`config.mk`:
```
export PLATFORM = sky130hd
export DESIGN_NAME = game_top
export DESIGN_NICKNAME = d
export VERILOG_FILES = /design/src/logic/game_video_pkg.sv /design/src/logic/game_mem_pkg.sv /design/src/logic/game_timer.sv /design/src/logic/game_char_fetch.sv /design/src/logic/game_rom_arb.sv /design/src/logic/game_cfg_regs.sv /design/src/logic/game_top.sv
export SDC_FILE = /design/constraint.sdc
export NUM_CORES = 1
export LEC_CHECK = 0
export BUFFER_PORTS_ARGS = -buffer_cell sky130_fd_sc_hd__buf_2
export CAP_MARGIN = 40
export CORE_UTILIZATION = 60
export DETAILED_ROUTE_END_ITERATION = 6
export PLACE_DENSITY = 0.8
export SKIP_CTS_REPAIR_TIMING = 1
export SLEW_MARGIN = 20
export SYNTH_ARGS = -nofsm -noshare
export SYNTH_HDL_FRONTEND = slang
export SYNTH_SLANG_ARGS = --single-unit
```
`constraint.sdc`:
```
create_clock -name clk -period 9 [get_ports clk]
set_input_delay 1.35 -clock clk [delete_from_list [all_inputs] [get_ports clk]]
set_output_delay 1.35 -clock clk [all_outputs]
set_load 0.02 [all_outputs]
```
`src/logic/game_video_pkg.sv`:
```
package game_video_pkg;

    typedef logic [8:0] hpos_t;    // Pixel within a line
    typedef logic [8:0] vpos_t;    // Line within a frame
    typedef logic [3:0] pixel_t;   // Colour index of one pixel

    typedef struct packed {
        pixel_t red;
        pixel_t green;
        pixel_t blue;
    } rgb_t;

    // Blanking flags are high in the visible area, sync flags during the pulse
    typedef struct packed {
        logic lhbl;
        logic lvbl;
        logic hs;
        logic vs;
    } video_sync_t;

endpackage

```
`src/logic/game_mem_pkg.sv`:
```
package game_mem_pkg;

    typedef logic [21:0] rom_addr_t;   // SDRAM word address
    typedef logic [31:0] rom_word_t;   // One ROM word, eight 4-bit pixels for tiles

    // Read request, shared by every client of the ROM port
    typedef struct packed {
        rom_addr_t addr;
    } rom_req_t;

endpackage

```
`src/logic/game_timer.sv`:
```
module game_timer
    import game_video_pkg::*;
#(
    parameter int H_TOTAL  = 384,
    parameter int H_ACTIVE = 256,
    parameter int HS_START = 296,
    parameter int HS_LEN   = 32,
    parameter int V_TOTAL  = 264,
    parameter int V_ACTIVE = 224,
    parameter int VS_START = 240,
    parameter int VS_LEN   = 8,
    parameter int CEN_DIV  = 4
) (
    input  logic        clk,
    input  logic        arst_n,
    input  logic        game_rst,
    output logic        cen_pix,
    output hpos_t       h,
    output vpos_t       v,
    output video_sync_t sync
);

    logic [1:0] cen_cnt;
    logic       h_last;

    assign h_last = h == hpos_t'(H_TOTAL - 1);

    // Pixel enable keeps running through game reset
    always_ff @(posedge clk or negedge arst_n) begin
        if (!arst_n) begin
            cen_cnt <= 2'd0;
            cen_pix <= 1'b0;
        end else begin
            cen_cnt <= (cen_cnt == 2'(CEN_DIV - 1)) ? 2'd0 : cen_cnt + 2'd1;
            cen_pix <= cen_cnt == 2'(CEN_DIV - 1);
        end
    end

    always_ff @(posedge clk or negedge arst_n) begin
        if (!arst_n) begin
            h <= '0;
            v <= '0;
        end else if (game_rst) begin
            h <= '0;
            v <= '0;
        end else if (cen_pix) begin
            if (h_last) begin
                h <= '0;
                v <= (v == vpos_t'(V_TOTAL - 1)) ? '0 : v + 1'b1;
            end else begin
                h <= h + 1'b1;
            end
        end
    end

    // Decoded one clk behind h and v, settled well before the next cen_pix
    always_ff @(posedge clk or negedge arst_n) begin
        if (!arst_n) begin
            sync <= '0;
        end else if (game_rst) begin
            sync <= '0;    // Blanked, no pulses
        end else begin
            sync.lhbl <= h < hpos_t'(H_ACTIVE);
            sync.lvbl <= v < vpos_t'(V_ACTIVE);
            sync.hs   <= h >= hpos_t'(HS_START) && h < hpos_t'(HS_START + HS_LEN);
            sync.vs   <= v >= vpos_t'(VS_START) && v < vpos_t'(VS_START + VS_LEN);
        end
    end

    assert property (@(posedge clk) disable iff (!arst_n)
        h < hpos_t'(H_TOTAL) && v < vpos_t'(V_TOTAL));

endmodule

```
`src/logic/game_char_fetch.sv`:
```
module game_char_fetch
    import game_video_pkg::*;
    import game_mem_pkg::*;
#(
    parameter int H_ACTIVE = 256
) (
    input  logic        clk,
    input  logic        arst_n,
    input  logic        game_rst,
    input  logic        cen_pix,
    input  hpos_t       h,
    input  vpos_t       v,
    input  video_sync_t sync,
    input  logic        char_en,
    input  logic [7:0]  char_base,
    output rom_req_t    char_req,
    output logic        char_valid,
    input  logic        char_ready,
    input  rom_word_t   char_data,
    input  logic        char_data_valid,
    output logic        underrun,
    output rgb_t        rgb,
    output video_sync_t sync_out
);

    logic       cen_d;       // First clk with the new h
    logic       tile_start;
    logic       wait_data;   // Granted, word not back yet
    logic       have;        // Prefetched word on hand
    logic       drop;        // Word in flight belongs to a tile already shown
    logic       pend;
    logic       fresh;
    logic       last_tile;
    logic [4:0] col_nxt;
    vpos_t      v_fetch;
    rom_word_t  nxt_word;
    rom_word_t  cur_word;    // Low nibble is the pixel on screen
    pixel_t     pix;

    assign tile_start = cen_d && h[2:0] == 3'd0 && h < hpos_t'(H_ACTIVE);
    assign fresh      = char_data_valid && !drop;
    assign pend       = char_valid || (wait_data && !char_data_valid);
    assign last_tile  = h >= hpos_t'(H_ACTIVE - 8);
    // Last tile of a line prefetches column 0 of the following line
    assign col_nxt    = last_tile ? 5'd0 : h[7:3] + 5'd1;
    assign v_fetch    = !last_tile ? v : (sync.lvbl ? v + 1'b1 : '0);
    assign pix        = cur_word[3:0];

    always_ff @(posedge clk or negedge arst_n) begin
        if (!arst_n) begin
            cen_d      <= 1'b0;
            char_valid <= 1'b0;
            wait_data  <= 1'b0;
            have       <= 1'b0;
            drop       <= 1'b0;
            underrun   <= 1'b0;
        end else if (game_rst) begin
            cen_d      <= 1'b0;
            char_valid <= 1'b0;
            wait_data  <= 1'b0;
            have       <= 1'b0;
            drop       <= 1'b0;
            underrun   <= 1'b0;
        end else begin
            cen_d    <= cen_pix;
            underrun <= 1'b0;
            if (char_valid && char_ready) begin
                char_valid <= 1'b0;
                wait_data  <= 1'b1;
            end
            if (char_data_valid) begin
                wait_data <= 1'b0;
                drop      <= 1'b0;
                if (!drop) begin
                    have <= 1'b1;
                end
            end
            if (tile_start) begin
                have <= 1'b0;    // Consumed by this tile
                if (!have && !fresh && pend) begin
                    underrun <= 1'b1;
                    drop     <= 1'b1;
                end
                if (!pend) begin
                    char_valid <= 1'b1;
                end
            end
        end
    end

    always_ff @(posedge clk) begin
        if (tile_start && !pend) begin
            char_req.addr <= {char_base, v_fetch, col_nxt};
        end
        if (fresh) begin
            nxt_word <= char_data;
        end
        if (tile_start) begin
            cur_word <= have ? nxt_word : (fresh ? char_data : '0);
        end else if (cen_d) begin
            cur_word <= cur_word >> 4;
        end
    end

    // Colour leaves together with the sync of the same pixel
    always_ff @(posedge clk or negedge arst_n) begin
        if (!arst_n) begin
            rgb      <= '0;
            sync_out <= '0;
        end else begin
            sync_out <= sync;
            if (char_en && sync.lhbl && sync.lvbl) begin
                rgb <= '{red: pix, green: pix, blue: pix};
            end else begin
                rgb <= '0;
            end
        end
    end

    // Only one tile word in flight between grant and strobe
    assert property (@(posedge clk) disable iff (!arst_n || game_rst)
        char_valid && char_ready |=> !char_valid until char_data_valid);

endmodule

```
`src/logic/game_rom_arb.sv`:
```
module game_rom_arb
    import game_mem_pkg::*;
(
    input  logic      clk,
    input  logic      arst_n,
    input  logic      downloading,
    input  rom_req_t  char_req,
    input  logic      char_valid,
    output logic      char_ready,
    output rom_word_t char_data,
    output logic      char_data_valid,
    input  rom_req_t  host_req,
    input  logic      host_valid,
    output logic      host_ready,
    output rom_word_t host_data,
    output logic      host_data_valid,
    output logic      sdram_req,
    output rom_addr_t sdram_addr,
    input  logic      sdram_ack,
    input  rom_word_t data_read,
    input  logic      data_rdy
);

    typedef enum logic [1:0] {
        ST_IDLE,
        ST_REQ,
        ST_WAIT
    } arb_state_t;

    arb_state_t state;
    logic       owner_host;   // Owner of the transfer in flight
    logic       grant_ok;

    assign grant_ok   = state == ST_IDLE && !downloading;
    assign char_ready = grant_ok;
    assign host_ready = grant_ok && !char_valid;   // Raster cannot wait
    assign sdram_req  = state == ST_REQ;           // Held until ack

    always_ff @(posedge clk or negedge arst_n) begin
        if (!arst_n) begin
            state           <= ST_IDLE;
            owner_host      <= 1'b0;
            char_data_valid <= 1'b0;
            host_data_valid <= 1'b0;
        end else begin
            char_data_valid <= 1'b0;
            host_data_valid <= 1'b0;
            case (state)
                ST_IDLE: begin
                    if (char_ready && char_valid) begin
                        owner_host <= 1'b0;
                        state      <= ST_REQ;
                    end else if (host_ready && host_valid) begin
                        owner_host <= 1'b1;
                        state      <= ST_REQ;
                    end
                end
                ST_REQ: begin
                    if (sdram_ack) begin
                        state <= ST_WAIT;
                    end
                end
                ST_WAIT: begin
                    if (data_rdy) begin
                        state           <= ST_IDLE;
                        char_data_valid <= !owner_host;
                        host_data_valid <= owner_host;
                    end
                end
                default: state <= ST_IDLE;
            endcase
        end
    end

    always_ff @(posedge clk) begin
        if (state == ST_IDLE) begin
            sdram_addr <= char_valid ? char_req.addr : host_req.addr;   // Frozen once granted
        end
        if (state == ST_WAIT && data_rdy) begin
            if (owner_host) begin
                host_data <= data_read;
            end else begin
                char_data <= data_read;
            end
        end
    end

    assert property (@(posedge clk) disable iff (!arst_n)
        sdram_req && !sdram_ack |=> sdram_req && $stable(sdram_addr));

endmodule

```
`src/logic/game_cfg_regs.sv`:
```
module game_cfg_regs (
    input  logic       clk,
    input  logic       arst_n,
    input  logic       downloading,
    input  logic       cfg_we,
    input  logic [1:0] cfg_addr,
    input  logic [7:0] cfg_wdata,
    output logic [7:0] cfg_rdata,
    input  logic       underrun,
    output logic       char_en,
    output logic [7:0] char_base,
    output logic       game_rst,
    output logic       rom_ready
);

    logic [1:0] rst_sr;   // Keeps the game in reset two clk past the download
    logic       underrun_st;

    always_ff @(posedge clk or negedge arst_n) begin
        if (!arst_n) begin
            rst_sr    <= 2'b11;
            rom_ready <= 1'b0;
        end else begin
            rst_sr    <= {rst_sr[0], downloading};
            rom_ready <= !downloading;
        end
    end

    assign game_rst = downloading || rst_sr[1];

    always_ff @(posedge clk or negedge arst_n) begin
        if (!arst_n) begin
            char_en     <= 1'b0;
            char_base   <= 8'd0;
            underrun_st <= 1'b0;
        end else begin
            if (cfg_we) begin
                case (cfg_addr)
                    2'd0: char_en <= cfg_wdata[0];
                    2'd1: char_base <= cfg_wdata;
                    2'd2: underrun_st <= 1'b0;   // Any value clears
                    default: ;
                endcase
            end
            if (underrun) begin
                underrun_st <= 1'b1;   // A new event beats the clear
            end
        end
    end

    always_comb begin
        case (cfg_addr)
            2'd0: cfg_rdata = {7'd0, char_en};
            2'd1: cfg_rdata = char_base;
            2'd2: cfg_rdata = {6'd0, rom_ready, underrun_st};
            default: cfg_rdata = 8'd0;
        endcase
    end

endmodule

```
`src/logic/game_top.sv`:
```
module game_top
    import game_video_pkg::*;
    import game_mem_pkg::*;
#(
    parameter int H_TOTAL  = 384,
    parameter int H_ACTIVE = 256,
    parameter int HS_START = 296,
    parameter int HS_LEN   = 32,
    parameter int V_TOTAL  = 264,
    parameter int V_ACTIVE = 224,
    parameter int VS_START = 240,
    parameter int VS_LEN   = 8,
    parameter int CEN_DIV  = 4
) (
    input  logic        clk,
    input  logic        arst_n,
    input  logic        downloading,
    // Host ROM reads
    input  rom_req_t    host_req,
    input  logic        host_valid,
    output logic        host_ready,
    output rom_word_t   host_data,
    output logic        host_data_valid,
    // SDRAM
    output logic        sdram_req,
    output rom_addr_t   sdram_addr,
    input  logic        sdram_ack,
    input  rom_word_t   data_read,
    input  logic        data_rdy,
    // Configuration
    input  logic        cfg_we,
    input  logic [1:0]  cfg_addr,
    input  logic [7:0]  cfg_wdata,
    output logic [7:0]  cfg_rdata,
    output logic        rom_ready,
    // Video
    output rgb_t        rgb,
    output video_sync_t sync
);

    logic        game_rst;
    logic        cen_pix;
    hpos_t       h;
    vpos_t       v;
    video_sync_t raw_sync;   // Timer sync, one stage ahead of the colour
    rom_req_t    char_req;
    logic        char_valid;
    logic        char_ready;
    rom_word_t   char_data;
    logic        char_data_valid;
    logic        underrun;
    logic        char_en;
    logic [7:0]  char_base;

    game_timer #(
        .H_TOTAL  ( H_TOTAL  ),
        .H_ACTIVE ( H_ACTIVE ),
        .HS_START ( HS_START ),
        .HS_LEN   ( HS_LEN   ),
        .V_TOTAL  ( V_TOTAL  ),
        .V_ACTIVE ( V_ACTIVE ),
        .VS_START ( VS_START ),
        .VS_LEN   ( VS_LEN   ),
        .CEN_DIV  ( CEN_DIV  )
    ) u_timer (
        .clk      ( clk      ),
        .arst_n   ( arst_n   ),
        .game_rst ( game_rst ),
        .cen_pix  ( cen_pix  ),
        .h        ( h        ),
        .v        ( v        ),
        .sync     ( raw_sync )
    );

    game_char_fetch #(
        .H_ACTIVE ( H_ACTIVE )
    ) u_char (
        .clk             ( clk             ),
        .arst_n          ( arst_n          ),
        .game_rst        ( game_rst        ),
        .cen_pix         ( cen_pix         ),
        .h               ( h               ),
        .v               ( v               ),
        .sync            ( raw_sync        ),
        .char_en         ( char_en         ),
        .char_base       ( char_base       ),
        .char_req        ( char_req        ),
        .char_valid      ( char_valid      ),
        .char_ready      ( char_ready      ),
        .char_data       ( char_data       ),
        .char_data_valid ( char_data_valid ),
        .underrun        ( underrun        ),
        .rgb             ( rgb             ),
        .sync_out        ( sync            )
    );

    game_rom_arb u_arb (
        .clk             ( clk             ),
        .arst_n          ( arst_n          ),
        .downloading     ( downloading     ),
        .char_req        ( char_req        ),
        .char_valid      ( char_valid      ),
        .char_ready      ( char_ready      ),
        .char_data       ( char_data       ),
        .char_data_valid ( char_data_valid ),
        .host_req        ( host_req        ),
        .host_valid      ( host_valid      ),
        .host_ready      ( host_ready      ),
        .host_data       ( host_data       ),
        .host_data_valid ( host_data_valid ),
        .sdram_req       ( sdram_req       ),
        .sdram_addr      ( sdram_addr      ),
        .sdram_ack       ( sdram_ack       ),
        .data_read       ( data_read       ),
        .data_rdy        ( data_rdy        )
    );

    game_cfg_regs u_cfg (
        .clk         ( clk         ),
        .arst_n      ( arst_n      ),
        .downloading ( downloading ),
        .cfg_we      ( cfg_we      ),
        .cfg_addr    ( cfg_addr    ),
        .cfg_wdata   ( cfg_wdata   ),
        .cfg_rdata   ( cfg_rdata   ),
        .underrun    ( underrun    ),
        .char_en     ( char_en     ),
        .char_base   ( char_base   ),
        .game_rst    ( game_rst    ),
        .rom_ready   ( rom_ready   )
    );

endmodule

```
==> results.cfg <==
[run_status]
status = complete, but fails checks
violations = DRC

[detailed_routing]
routed_via_density = 5.54
drc = 19
totalWireLength_um = 16300
detail_route.wl_per_cell_um = 16.6
first_pass_iteration_count_of_the_detailed_router = 7
dr.first_iter.drc_count = 402
route.vias.total = 5427
post_drt_antenna_nets = 0

[grt]
groute.usage.overall_pct = 21.3
grt_pass1_wl_um = 26600
grt_antenna_before_repair = 0
vias_in_the_first_global_route = 5338
global_route.overflow_total = 0
grt_max_degree = 63

[critical_path]
worstPathCellList = buf_2 > nor2b_1 > a22o_1 > buf_2
crit_path_max_incr_delay_ns = 0.43
worst_setup_path_end_kind = output pin
worst-endpoint-arrival_ns = 2.28
cpMaxStageDelayCell = nor2b_1
worst_path_dominant_cell_family = simple AND/OR/NAND/NOR gates
critPathMostFrequentCell = buf_2
setup.worst_path.start_class = input pin
setup.worst_path.class = in -> out
timing.critical_path.required_ns = 7.65
critPathMaxFanout = 8
critical_path.n_buffers_inverters = 2

[floorplan]
placementRows = 44
fp.dieW_um = 125
die_y_extent_um = 125
initial_utilization_pct = 62.2
pin_count = 153
fp.dieArea_um2 = 15700
coreArea_um2 = 14700

[synth]
synth_top_flop_cell = edfxtp_1
synth.avg_cell_area_um2 = 14.4
synth-edff-count = 172
syn-num-nets = 713
asyncSetResetFlopFracSynth_pct = 24.9
ys_seq_elements = 229
postSynthCellCount = 634
yosysWarnings = 0
syn-cell-area_um2 = 9150
distinct_cell_type_count_after_synthesis = 58
ys_seq_area_share_pct = 72.1

[clock_network]
worst_setup_hold_path_clk_slew_ns = 0.06
cts.sinks = 229
cts-buffers-inserted = 23
clk_root_buffer_cell = clkbuf_16
cts_tree = yes
cts_htree_levels = 1
insertion_delay_ns = 0.51
ctsLongestPathBuffers = 3

[placement]
hpwl_dp_um = 10800
finalWeightedCongestion = 0.851
io_buffers = 152
dp.cells = 938

[flow_run]
max_cap_violations = 0

[sta]
final_min_period_over_clock_period_pct = 40.3
clock_skew_ns = 0.0193
final-setup-viol-count = 0
finalCriticalPeriod_ns = 3.63
max_slew.worst_pin.slew_ns = 0.721
max_clock_freq_ghz = 0.276
unrepaired_setup_endpoints_after_global_routing = no
hold_viol_final = 0
max-slew-margin-rel_pct = 51.6
timing.setup.tns_ns = 0
slew_violations = 0

[cells_and_area]
multi_input_gate_area_in_the_final_layout_um2 = 2270
ff_latch_area_um2 = 6600
fillers = 916
final_layout_size_suffix_gt1_share_pct = 30.7
diodes = 0
area_delta_synth_final_pct = 17.3
layoutNonFillerInstCount = 980
final_net_count = 858

[power]
power.density_cell_area_nw_per_um2 = 211
ir_drop_uv = 168
total_leakage_power_nw = 4.10
report.power.total_mw = 2.26

[worst_hold_path]
hold_path.class = reg -> reg
==> power breakdown <==
group / switching, mW / total (mW) / internal [mW]
clock network: 0.369 / 0.880 / 0.511
logic: 0.112 / 0.170 / 0.0583
registers: 0.0195 / 1.21 / 1.19
total: 0.501 / 2.26 / 1.76
==> final timing paths <==
check                                      end  cells after the start       startpoint  slack [ns]
setup / recovery                  cfg_rdata[1]                      4      cfg_addr[0]        5.37
hold / removal                 u_cfg.rst_sr[1]                      0  u_cfg.rst_sr[0]        0.35
setup reg to reg           u_char.char_req[10]                      5     u_timer.h[3]        6.99
hold reg to reg                u_cfg.rst_sr[1]                      0  u_cfg.rst_sr[0]        0.35
max in group asynchronous          u_char.have                      2           arst_n        7.48
min in group asynchronous         u_timer.v[2]                      2           arst_n        0.97
==> worst reg2reg max path, stage by stage (launching register included) <==
cell and delay, ns:
dfrtp_1 0.47, ha_1 0.30, and3_2 0.25, a21o_1 0.28
and2_1 0.24, a22o_1 0.22
==> through the flow <==
stage	hold slack [ns]	utilization, %	setup WS [ns]	cell area, um^2
final	0.349	73.0	5.37	10700
after floorplan	0.331	-	4.81	9150
after detailed placement	0.336	68.3	5.34	10000
after global placement	0.335	67.8	5.40	9960
after CTS	0.350	73.0	5.34	10700
after global routing	0.352	73.0	5.17	10700
==> routing by layer <==
layer	global-route usage, %	part of all wire [%]	vias to the layer above
met5	0	0	-
met2	35.0	48	210
met3	3.42	6.7	21
li1	-	-	2623
met1	29.7	44	2573
met4	6.03	1.3	0
==> cells by family (layout without fill, tap and decap cells) <==
kind of cell    Yosys count  in the layout  synth area share (%)
mux                      33             33                  4.04
buf+inv                  58            220                  3.27
compound gates          112            112                  6.99
xor+xnor                  9              9                 0.862
flops                   229            229                  72.1
simple gates            185            185                  11.6
fa+ha+maj                 8              8                  1.09
==> state kept, by name, summed over array words and instances (netlist names), 2 cells and up <==
name and flops:
u_timer.cen_cnt 2, u_cfg.rst_sr 2, u_char.rgb 4, u_arb.char_data 32, u_timer.sync 4, u_char.nxt_word 32
u_char.cur_word 32, u_cfg.char_base 8, u_arb.state 2, u_timer.h 9, u_timer.v 9, u_char.char_req 22
u_arb.host_data 32, u_arb.sdram_addr 22, u_char.sync_out 4
==> cell usage after synthesis, drive strengths merged, types with 5 or more instances <==
| cell type | number | area [um^2] |
|---|---|---|
| and2 | 14 | 88.8 |
| xnor2 | 7 | 61.3 |
| nand2b | 6 | 45.0 |
| mux2 | 31 | 349 |
| a21oi | 39 | 195 |
| nand4 | 7 | 43.8 |
| inv | 14 | 52.6 |
| nor2 | 20 | 75.1 |
| buf | 25 | 171 |
| nand3 | 8 | 50.1 |
| clkbuf | 18 | 71.3 |
| dfrtp | 55 | 1380 |
| nor2b | 7 | 43.8 |
| nor3 | 7 | 46.3 |
| and3 | 6 | 45.0 |
| nor4 | 6 | 43.8 |
| edfxtp | 172 | 5160 |
| ha | 8 | 100 |
| nand2 | 56 | 215 |
| o21ai | 45 | 225 |
| a21o | 5 | 37.5 |
| nor3b | 36 | 270 |
==> area by class of cell <==
type	count	area share, %
Inverter	15	0.525
Multi-Input combinational cell	347	21.1
Clock buffer	33	5.81
Clock inverter	9	0.676
Tap cell	184	2.15
Sequential cell	229	61.5
Timing Repair Buffer	163	8.26
==> layout by cell type (no fill, tap or decap), drive strengths merged, types with 8 or more instances in the layout <==
cell    Yosys  routed
nand3       8       8
nor3b      36      36
and2       14      14
inv        14      15
edfxtp    172     172
o21ai      45      45
buf        25     163
a21oi      39      39
nand2      56      56
clkbuf     18      33
dfrtp      55      55
ha          8       8
mux2       31      31
nor2       20      20
Note: power is estimated with default switching activity, not from simulation.
